### src/source/mips_exec_pkg.sv
package mips_exec_pkg;

    localparam int word_bits = 32;
    localparam int shamt_bits = 5;
    localparam int muldiv_steps = 32;                       // Iterations per multiply or divide
    localparam int step_cnt_bits = $clog2(muldiv_steps);

    typedef logic [word_bits-1:0] word_t;
    typedef logic [shamt_bits-1:0] shamt_t;
    typedef logic [step_cnt_bits-1:0] step_cnt_t;

    // Function codes as issued by the decoder
    typedef enum logic [4:0] {
        op_and       = 5'b00000,
        op_or        = 5'b00001,
        op_xor       = 5'b00010,
        op_addu      = 5'b00011,
        op_subu      = 5'b00100,
        op_sltu      = 5'b00101,
        op_slt       = 5'b00110,
        op_multu     = 5'b00111,
        op_mult      = 5'b01000,
        op_shift_ll  = 5'b01001,
        op_shift_llv = 5'b01010,
        op_shift_ra  = 5'b01011,
        op_shift_rl  = 5'b01100,
        op_shift_rav = 5'b01101,
        op_shift_rlv = 5'b01110,
        op_div       = 5'b01111,
        op_divu      = 5'b10000,
        op_mfhi      = 5'b10001,
        op_mflo      = 5'b10010,
        op_bltz      = 5'b10011,
        op_bgtz      = 5'b10100,
        op_bgez      = 5'b10101,
        op_bne       = 5'b10110,
        op_blez      = 5'b10111,
        op_jr        = 5'b11000
    } alu_op_e;

    typedef struct packed {
        alu_op_e op;
        word_t   a;
        word_t   b;
        shamt_t  shamt;                                     // From instr[10:6]
        word_t   imm;                                       // Extended upstream
        logic    use_imm;                                   // Replaces b
    } exec_req_t;

    typedef struct packed {
        word_t y;
        logic  zero;
    } exec_res_t;

    typedef struct packed {
        alu_op_e op;
        word_t   a;
        word_t   b;
    } muldiv_cmd_t;

endpackage

### src/source/exec_issue.sv
module exec_issue (
    input  logic                       clk,
    input  logic                       reset,
    input  logic                       in_valid,
    input  mips_exec_pkg::exec_req_t   req,
    input  logic                       muldiv_busy,
    output logic                       busy,
    output logic                       alu_valid,
    output mips_exec_pkg::exec_req_t   alu_req,
    output logic                       muldiv_start,
    output mips_exec_pkg::muldiv_cmd_t muldiv_cmd
);
    import mips_exec_pkg::*;

    logic      accept;
    logic      is_muldiv;
    word_t     b_sel;
    exec_req_t req_sel;

    // Strobes arriving while busy are dropped
    assign accept = in_valid && !busy;

    assign b_sel = req.use_imm ? req.imm : req.b;

    always_comb begin
        req_sel = req;
        req_sel.b = b_sel;                                  // Immediate already applied
    end

    // HI/LO writers go to the sequential unit
    always_comb begin
        case (req.op)
            op_mult, op_multu, op_div, op_divu: begin
                is_muldiv = 1'b1;
            end
            default: begin
                is_muldiv = 1'b0;
            end
        endcase
    end

    always_ff @(posedge clk) begin
        if (!reset) begin
            alu_valid <= 1'b0;
            muldiv_start <= 1'b0;
        end else begin
            alu_valid <= accept && !is_muldiv;
            muldiv_start <= accept && is_muldiv;            // Single cycle strobe
        end
    end

    always_ff @(posedge clk) begin
        if (accept && !is_muldiv) begin
            alu_req <= req_sel;
        end
        if (accept && is_muldiv) begin
            muldiv_cmd.op <= req.op;
            muldiv_cmd.a <= req.a;
            muldiv_cmd.b <= b_sel;
        end
    end

    // Covers the gap before the unit reports busy itself
    assign busy = muldiv_start || muldiv_busy;

endmodule

### src/source/alu.sv
module alu (
    input  mips_exec_pkg::exec_req_t alu_req,
    input  mips_exec_pkg::word_t     hi,
    input  mips_exec_pkg::word_t     lo,
    output mips_exec_pkg::word_t     y
);
    import mips_exec_pkg::*;

    word_t  a;
    word_t  b;
    shamt_t shamt;
    shamt_t var_sh;

    // Zero when the branch is taken, one otherwise
    function automatic word_t branch_word(input logic taken);
        word_t w;
        w = taken ? word_t'(0) : word_t'(1);
        return w;
    endfunction

    assign a = alu_req.a;
    assign b = alu_req.b;
    assign shamt = alu_req.shamt;
    assign var_sh = a[shamt_bits-1:0];                      // Only the low bits count

    always_comb begin
        case (alu_req.op)
            op_and: begin
                y = a & b;
            end
            op_or: begin
                y = a | b;
            end
            op_xor: begin
                y = a ^ b;
            end
            op_addu: begin
                y = a + b;
            end
            op_subu: begin
                y = a - b;
            end
            op_sltu: begin
                y = word_t'(a < b);
            end
            op_slt: begin
                y = word_t'($signed(a) < $signed(b));
            end
            op_shift_ll: begin
                y = b << shamt;
            end
            op_shift_llv: begin
                y = b << var_sh;
            end
            op_shift_ra: begin
                y = $signed(b) >>> shamt;                   // Sign fill
            end
            op_shift_rl: begin
                y = b >> shamt;
            end
            op_shift_rav: begin
                y = $signed(b) >>> var_sh;
            end
            op_shift_rlv: begin
                y = b >> var_sh;
            end
            op_mfhi: begin
                y = hi;
            end
            op_mflo: begin
                y = lo;
            end
            op_bltz: begin
                y = branch_word(a[word_bits-1]);
            end
            op_bgtz: begin
                y = branch_word(!a[word_bits-1] && (a != '0));
            end
            op_bgez: begin
                y = branch_word(!a[word_bits-1]);
            end
            op_bne: begin
                y = branch_word(a != b);
            end
            op_blez: begin
                y = branch_word(a[word_bits-1] || (a == '0));
            end
            op_jr: begin
                y = a;                                      // Target passes straight through
            end
            default: begin
                y = '0;                                     // Includes the HI/LO writers
            end
        endcase
    end

endmodule

### src/source/muldiv_unit.sv
module muldiv_unit (
    input  logic                       clk,
    input  logic                       reset,
    input  logic                       start,
    input  mips_exec_pkg::muldiv_cmd_t cmd,
    output logic                       busy,
    output mips_exec_pkg::word_t       hi,
    output mips_exec_pkg::word_t       lo
);
    import mips_exec_pkg::*;

    typedef enum logic [1:0] {
        st_idle,
        st_run,
        st_fix_sign
    } md_state_e;

    md_state_e state;
    step_cnt_t count;

    logic  cmd_signed;
    logic  a_neg;
    logic  b_neg;
    word_t a_mag;
    word_t b_mag;

    word_t hi_acc;                                          // Partial product high or remainder
    word_t lo_acc;                                          // Multiplier or quotient bits
    word_t mag_b;
    logic  is_div;
    logic  neg_res;
    logic  neg_rem;

    logic [word_bits:0] mul_sum;
    logic [word_bits:0] div_shift;
    logic [word_bits:0] div_diff;
    logic               div_ge;

    // Magnitudes for the signed forms
    assign cmd_signed = (cmd.op == op_mult) || (cmd.op == op_div);
    assign a_neg = cmd_signed && cmd.a[word_bits-1];
    assign b_neg = cmd_signed && cmd.b[word_bits-1];
    assign a_mag = a_neg ? -cmd.a : cmd.a;
    assign b_mag = b_neg ? -cmd.b : cmd.b;

    // One shift-add or restoring step
    always_comb begin
        mul_sum = {1'b0, hi_acc} + (lo_acc[0] ? {1'b0, mag_b} : '0);
        div_shift = {hi_acc, lo_acc[word_bits-1]};
        div_diff = div_shift - {1'b0, mag_b};
        div_ge = div_shift >= {1'b0, mag_b};
    end

    always_ff @(posedge clk) begin
        if (!reset) begin
            state <= st_idle;
            count <= '0;
            hi <= '0;
            lo <= '0;
        end else begin
            case (state)
                st_idle: begin
                    if (start) begin
                        state <= st_run;
                        count <= step_cnt_t'(muldiv_steps - 1);
                    end
                end
                st_run: begin
                    count <= count - 1'b1;
                    if (count == '0) begin
                        state <= st_fix_sign;
                    end
                end
                st_fix_sign: begin
                    state <= st_idle;
                    if (is_div) begin
                        lo <= neg_res ? -lo_acc : lo_acc;   // Truncates toward zero
                        hi <= neg_rem ? -hi_acc : hi_acc;   // Sign of the dividend
                    end else begin
                        {hi, lo} <= neg_res ? -{hi_acc, lo_acc} : {hi_acc, lo_acc};
                    end
                end
                default: begin
                    state <= st_idle;
                end
            endcase
        end
    end

    always_ff @(posedge clk) begin
        if (state == st_idle && start) begin
            hi_acc <= '0;
            lo_acc <= a_mag;
            mag_b <= b_mag;
            is_div <= (cmd.op == op_div) || (cmd.op == op_divu);
            neg_res <= a_neg ^ b_neg;
            neg_rem <= a_neg;
        end else if (state == st_run) begin
            if (is_div) begin
                hi_acc <= div_ge ? div_diff[word_bits-1:0] : div_shift[word_bits-1:0];
                lo_acc <= {lo_acc[word_bits-2:0], div_ge};
            end else begin
                hi_acc <= mul_sum[word_bits:1];
                lo_acc <= {mul_sum[0], lo_acc[word_bits-1:1]};
            end
        end
    end

    assign busy = (state != st_idle);

endmodule

### src/source/exec_result.sv
module exec_result (
    input  logic                     clk,
    input  logic                     reset,
    input  logic                     alu_valid,
    input  mips_exec_pkg::word_t     alu_y,
    output logic                     out_valid,
    output mips_exec_pkg::exec_res_t res
);

    logic y_is_zero;

    // Flag for the branch logic
    assign y_is_zero = (alu_y == '0);

    always_ff @(posedge clk) begin
        if (!reset) begin
            out_valid <= 1'b0;
        end else begin
            out_valid <= alu_valid;                         // One pulse per ALU item
        end
    end

    always_ff @(posedge clk) begin
        if (alu_valid) begin
            res.y <= alu_y;
            res.zero <= y_is_zero;
        end
    end

endmodule

### src/source/mips_exec.sv
module mips_exec (
    input  logic                     clk,
    input  logic                     reset,
    input  logic                     in_valid,
    input  mips_exec_pkg::exec_req_t req,
    output logic                     busy,
    output logic                     out_valid,
    output mips_exec_pkg::exec_res_t res
);
    import mips_exec_pkg::*;

    logic        alu_valid;
    exec_req_t   alu_req;
    logic        muldiv_start;
    muldiv_cmd_t muldiv_cmd;
    logic        muldiv_busy;
    word_t       hi;
    word_t       lo;
    word_t       alu_y;

    exec_issue i_exec_issue (
        .clk          (clk),
        .reset        (reset),
        .in_valid     (in_valid),
        .req          (req),
        .muldiv_busy  (muldiv_busy),
        .busy         (busy),
        .alu_valid    (alu_valid),
        .alu_req      (alu_req),
        .muldiv_start (muldiv_start),
        .muldiv_cmd   (muldiv_cmd)
    );

    alu i_alu (
        .alu_req (alu_req),
        .hi      (hi),
        .lo      (lo),
        .y       (alu_y)
    );

    muldiv_unit i_muldiv_unit (
        .clk   (clk),
        .reset (reset),
        .start (muldiv_start),
        .cmd   (muldiv_cmd),
        .busy  (muldiv_busy),
        .hi    (hi),
        .lo    (lo)
    );

    exec_result i_exec_result (
        .clk       (clk),
        .reset     (reset),
        .alu_valid (alu_valid),
        .alu_y     (alu_y),
        .out_valid (out_valid),
        .res       (res)
    );

endmodule

### config.mk
export PLATFORM = sky130hd
export DESIGN_NAME = mips_exec
export DESIGN_NICKNAME = d
export VERILOG_FILES = /design/src/source/mips_exec_pkg.sv /design/src/source/exec_issue.sv /design/src/source/alu.sv /design/src/source/muldiv_unit.sv /design/src/source/exec_result.sv /design/src/source/mips_exec.sv
export SDC_FILE = /design/constraint.sdc
export NUM_CORES = 1
export LEC_CHECK = 0
export BUFFER_PORTS_ARGS = -buffer_cell sky130_fd_sc_hd__buf_2
export CAP_MARGIN = 30
export CELL_PAD_IN_SITES_DETAIL_PLACEMENT = 1
export CELL_PAD_IN_SITES_GLOBAL_PLACEMENT = 1
export CORE_MARGIN = 10
export CORE_UTILIZATION = 30
export CTS_CLUSTER_SIZE = 40
export DETAILED_ROUTE_END_ITERATION = 8
export PLACE_DENSITY = 0.53
export SLEW_MARGIN = 20
export SYNTH_ARGS = -nofsm -noshare
export SYNTH_HDL_FRONTEND = slang
export SYNTH_HIERARCHICAL = 1
export SYNTH_SLANG_ARGS = --single-unit
### constraint.sdc
create_clock -name clk -period 11.6 [get_ports clk]
set_clock_uncertainty 0.2 [all_clocks]
set_input_delay 1.16 -clock clk [delete_from_list [all_inputs] [get_ports clk]]
set_output_delay 1.16 -clock clk [all_outputs]
set_load 0.1 [all_outputs]
==> metrics.txt <==
Post-route DRC 0; wire per inst 32.7 µm; CTS clk-pin slew, worst paths 0.06 ns; VDD IR max 159 µV; placed inst area 0.0334 mm²; pwr dens 133 mW/mm²; leakage power 13.6 nW; total CTS buffers 45; Synthesis Warnings 6; antenna violations before repair 8; fin nets 3971; Setup violations, final 0; FMAX 0.150 GHz; CTS Hold Bufs 0; H-tree depth 2; reg2reg end i_exec_result/res[0]$_DFFE_PP_; CTS tree yes; WL final 167 mm; DR pass1 iterations 7; depth of the worst register-to-register path 13; pin count of the biggest net entering global routing 93; Req. time, crit path 11.87 ns; Slew headroom 0.290; die area 0.117 mm²; Worst Hold End i_muldiv_unit/hi[12]$_SDFFE_PN0N_; Int Pwr 0.00280 W; die width 342 µm; vias in the first global route 31129; Comb pwr share 0.347; Starting DRT DRC Count 3378; Core ar. 0.103 mm²; root buf cell clkbuf_16; Core Rows 118; Slew Viols, Final 0; share of power burned in registers 0.331; Crit Path Max Fanout 21; via count 31353; CP Class reg2reg; HPWL after DPL 130 mm; DIE HEIGHT 342 µm; Worst Hold Depth 2; min-delay src i_muldiv_unit/hi[12]$_SDFFE_PN0N_; Post-Synthesis Net Count 3924; I/O pin cnt 145; first-pass GRT wire length 238 mm; Worst Max-Slew Pin Slew 1.07 ns; Max clock buf depth 3; part of the power in the clock network 0.321; global route total overflow 0; Hold/Removal Path Class reg2reg; layout cells sized above 1 0.124; Max-cap violations 0; IO Port Bufs 144; post-DR vias/cell 6.14; Reg2Reg Setup Slack 4.93 ns; Final period util 0.575; Final Critical Period 6.67 ns; Starting Density 0.302; Area growth, synth to finish 12.2%; WP data arrival 6.94 ns; sw frac 0.399; worst reg2reg path startpoint i_exec_issue/alu_req[106]$_DFFE_PP_; worst skew pair latency 0.67 ns; Final GP Congestion 1.01; status finished, final reports clean; ANT nets after route 0; RSZ-0062 raised after global routing false; setup TNS 0 ns; Hold Vio Cnt, Final 0; Avg Cell Area, Syn 8.56 µm²; Setup crit end kind register; cts repair resizes 0; Worst setup SP type register; P_sw 0.00186 W; Design Power 0.00466 W; clk sink count 349; # Post-CTS Setup Buffers 0; All-Layer GR Usage 0.275; Synth Instances 3640; post-route cell area 0.0350 mm²; mapped cell area 0.0312 mm²
power by group through the flow:
stage	sequential [W]	combinational (W)	clock, W
finish	0.00154	0.00162	0.00150
global route	0.00155	0.00172	0.00159
CTS	0.00154	0.00157	0.00154
detailed placement	0.00157	0.00156	0
global placement	0.00157	0.00157	0
floorplan	0.00157	0.000965	0
layer usage:
metal	track usage	part of all wire	vias up
li1	-	-	13887
met1	0.393	0.46	15919
met2	0.400	0.42	1273
met3	0.0585	0.077	260
met4	0.101	0.041	14
met5	0.00167	0.0015	-
critical path, stage by stage (launching register included):
cell	delay (ns)
edfxtp_1	0.61
nand3b_1	0.85
o21ai_2	0.64
and2_1	0.53
buf_4	0.37
o21ai_0	0.12
o21ai_0	0.76
o211a_1	0.31
a21oi_1	0.09
nor4_1	0.69
o2111ai_1	0.59
nor4_1	0.39
nand4_1	0.16
nor2_1	0.14
worst max-delay path by stage:
| stage | from | end | slack, ns | cells after the start |
|---|---|---|---|---|
| after floorplan | req[105] | i_exec_issue/alu_req[100]$_DFFE_PP_ | 6.35 | 3 |
| after global placement | i_exec_issue/alu_req[106]$_DFFE_PP_ | i_exec_result/res[0]$_DFFE_PP_ | 5.20 | 13 |
| after detailed placement | i_exec_issue/alu_req[106]$_DFFE_PP_ | i_exec_result/res[0]$_DFFE_PP_ | 5.20 | 13 |
| after CTS | i_exec_issue/alu_req[106]$_DFFE_PP_ | i_exec_result/res[0]$_DFFE_PP_ | 5.18 | 13 |
| after global routing | i_exec_issue/alu_req[106]$_DFFE_PP_ | i_exec_result/res[0]$_DFFE_PP_ | 4.82 | 13 |
| final | i_exec_issue/alu_req[106]$_DFFE_PP_ | i_exec_result/res[0]$_DFFE_PP_ | 4.93 | 13 |
through the flow:
stage          instances   util  setup WS (ns)  hold slack [ns]
2_1_floorplan       3640      -           6.35            0.230
3_3_place_gp        5012  0.322           5.20            0.255
3_5_place_dp        5017  0.323           5.20            0.265
4_1_cts             5099  0.338           5.18            0.272
5_1_grt             5102  0.338           4.82            0.292
6_report            5104  0.338           4.93            0.269
registers in the layout, indices dropped and copies added (netlist names), 32 cells and up:
| name | count |
|---|---|
| i_muldiv_unit/mag_b | 32 |
| i_muldiv_unit/hi | 32 |
| i_exec_result/res | 33 |
| i_muldiv_unit/hi_acc | 32 |
| i_muldiv_unit/lo_acc | 32 |
| i_exec_issue/alu_req | 74 |
| i_exec_issue/muldiv_cmd | 69 |
| i_muldiv_unit/lo | 32 |
cell type report:
cell class	instances	area [µm²]
inverters	155	583
fillers	12170	68400
multi-input cells	2889	20100
diodes	2	5.00
clock inverters	33	388
repair buffers	247	1570
well taps	1380	1730
flip-flops and latches	349	9420
clock buffers	49	1140
cell usage in the layout, fill, tap and decap left out, types with 27 or more instances in the layout:
| cell | instances |
|---|---|
| nand2_1 | 375 |
| nor4_1 | 46 |
| o31ai_1 | 40 |
| mux2i_1 | 140 |
| a211oi_1 | 63 |
| mux2_2 | 39 |
| a221oi_1 | 31 |
| and2_1 | 27 |
| xnor2_1 | 102 |
| edfxtp_1 | 243 |
| nand3_1 | 119 |
| a21oi_1 | 225 |
| nor2b_1 | 32 |
| o211a_1 | 45 |
| a22oi_1 | 57 |
| nand4_1 | 28 |
| ha_1 | 170 |
| mux4_2 | 38 |
| nor3_1 | 80 |
| buf_4 | 97 |
| o21ai_0 | 244 |
| o211ai_1 | 48 |
| or3_1 | 35 |
| a21o_1 | 38 |
| dfxtp_1 | 105 |
| o22ai_1 | 45 |
| clkbuf_16 | 45 |
| inv_1 | 152 |
| xor2_1 | 77 |
| nor2_1 | 268 |
| a31oi_1 | 31 |
| nand2b_1 | 39 |
| buf_2 | 144 |
Note: power is estimated with default switching activity, not from simulation.
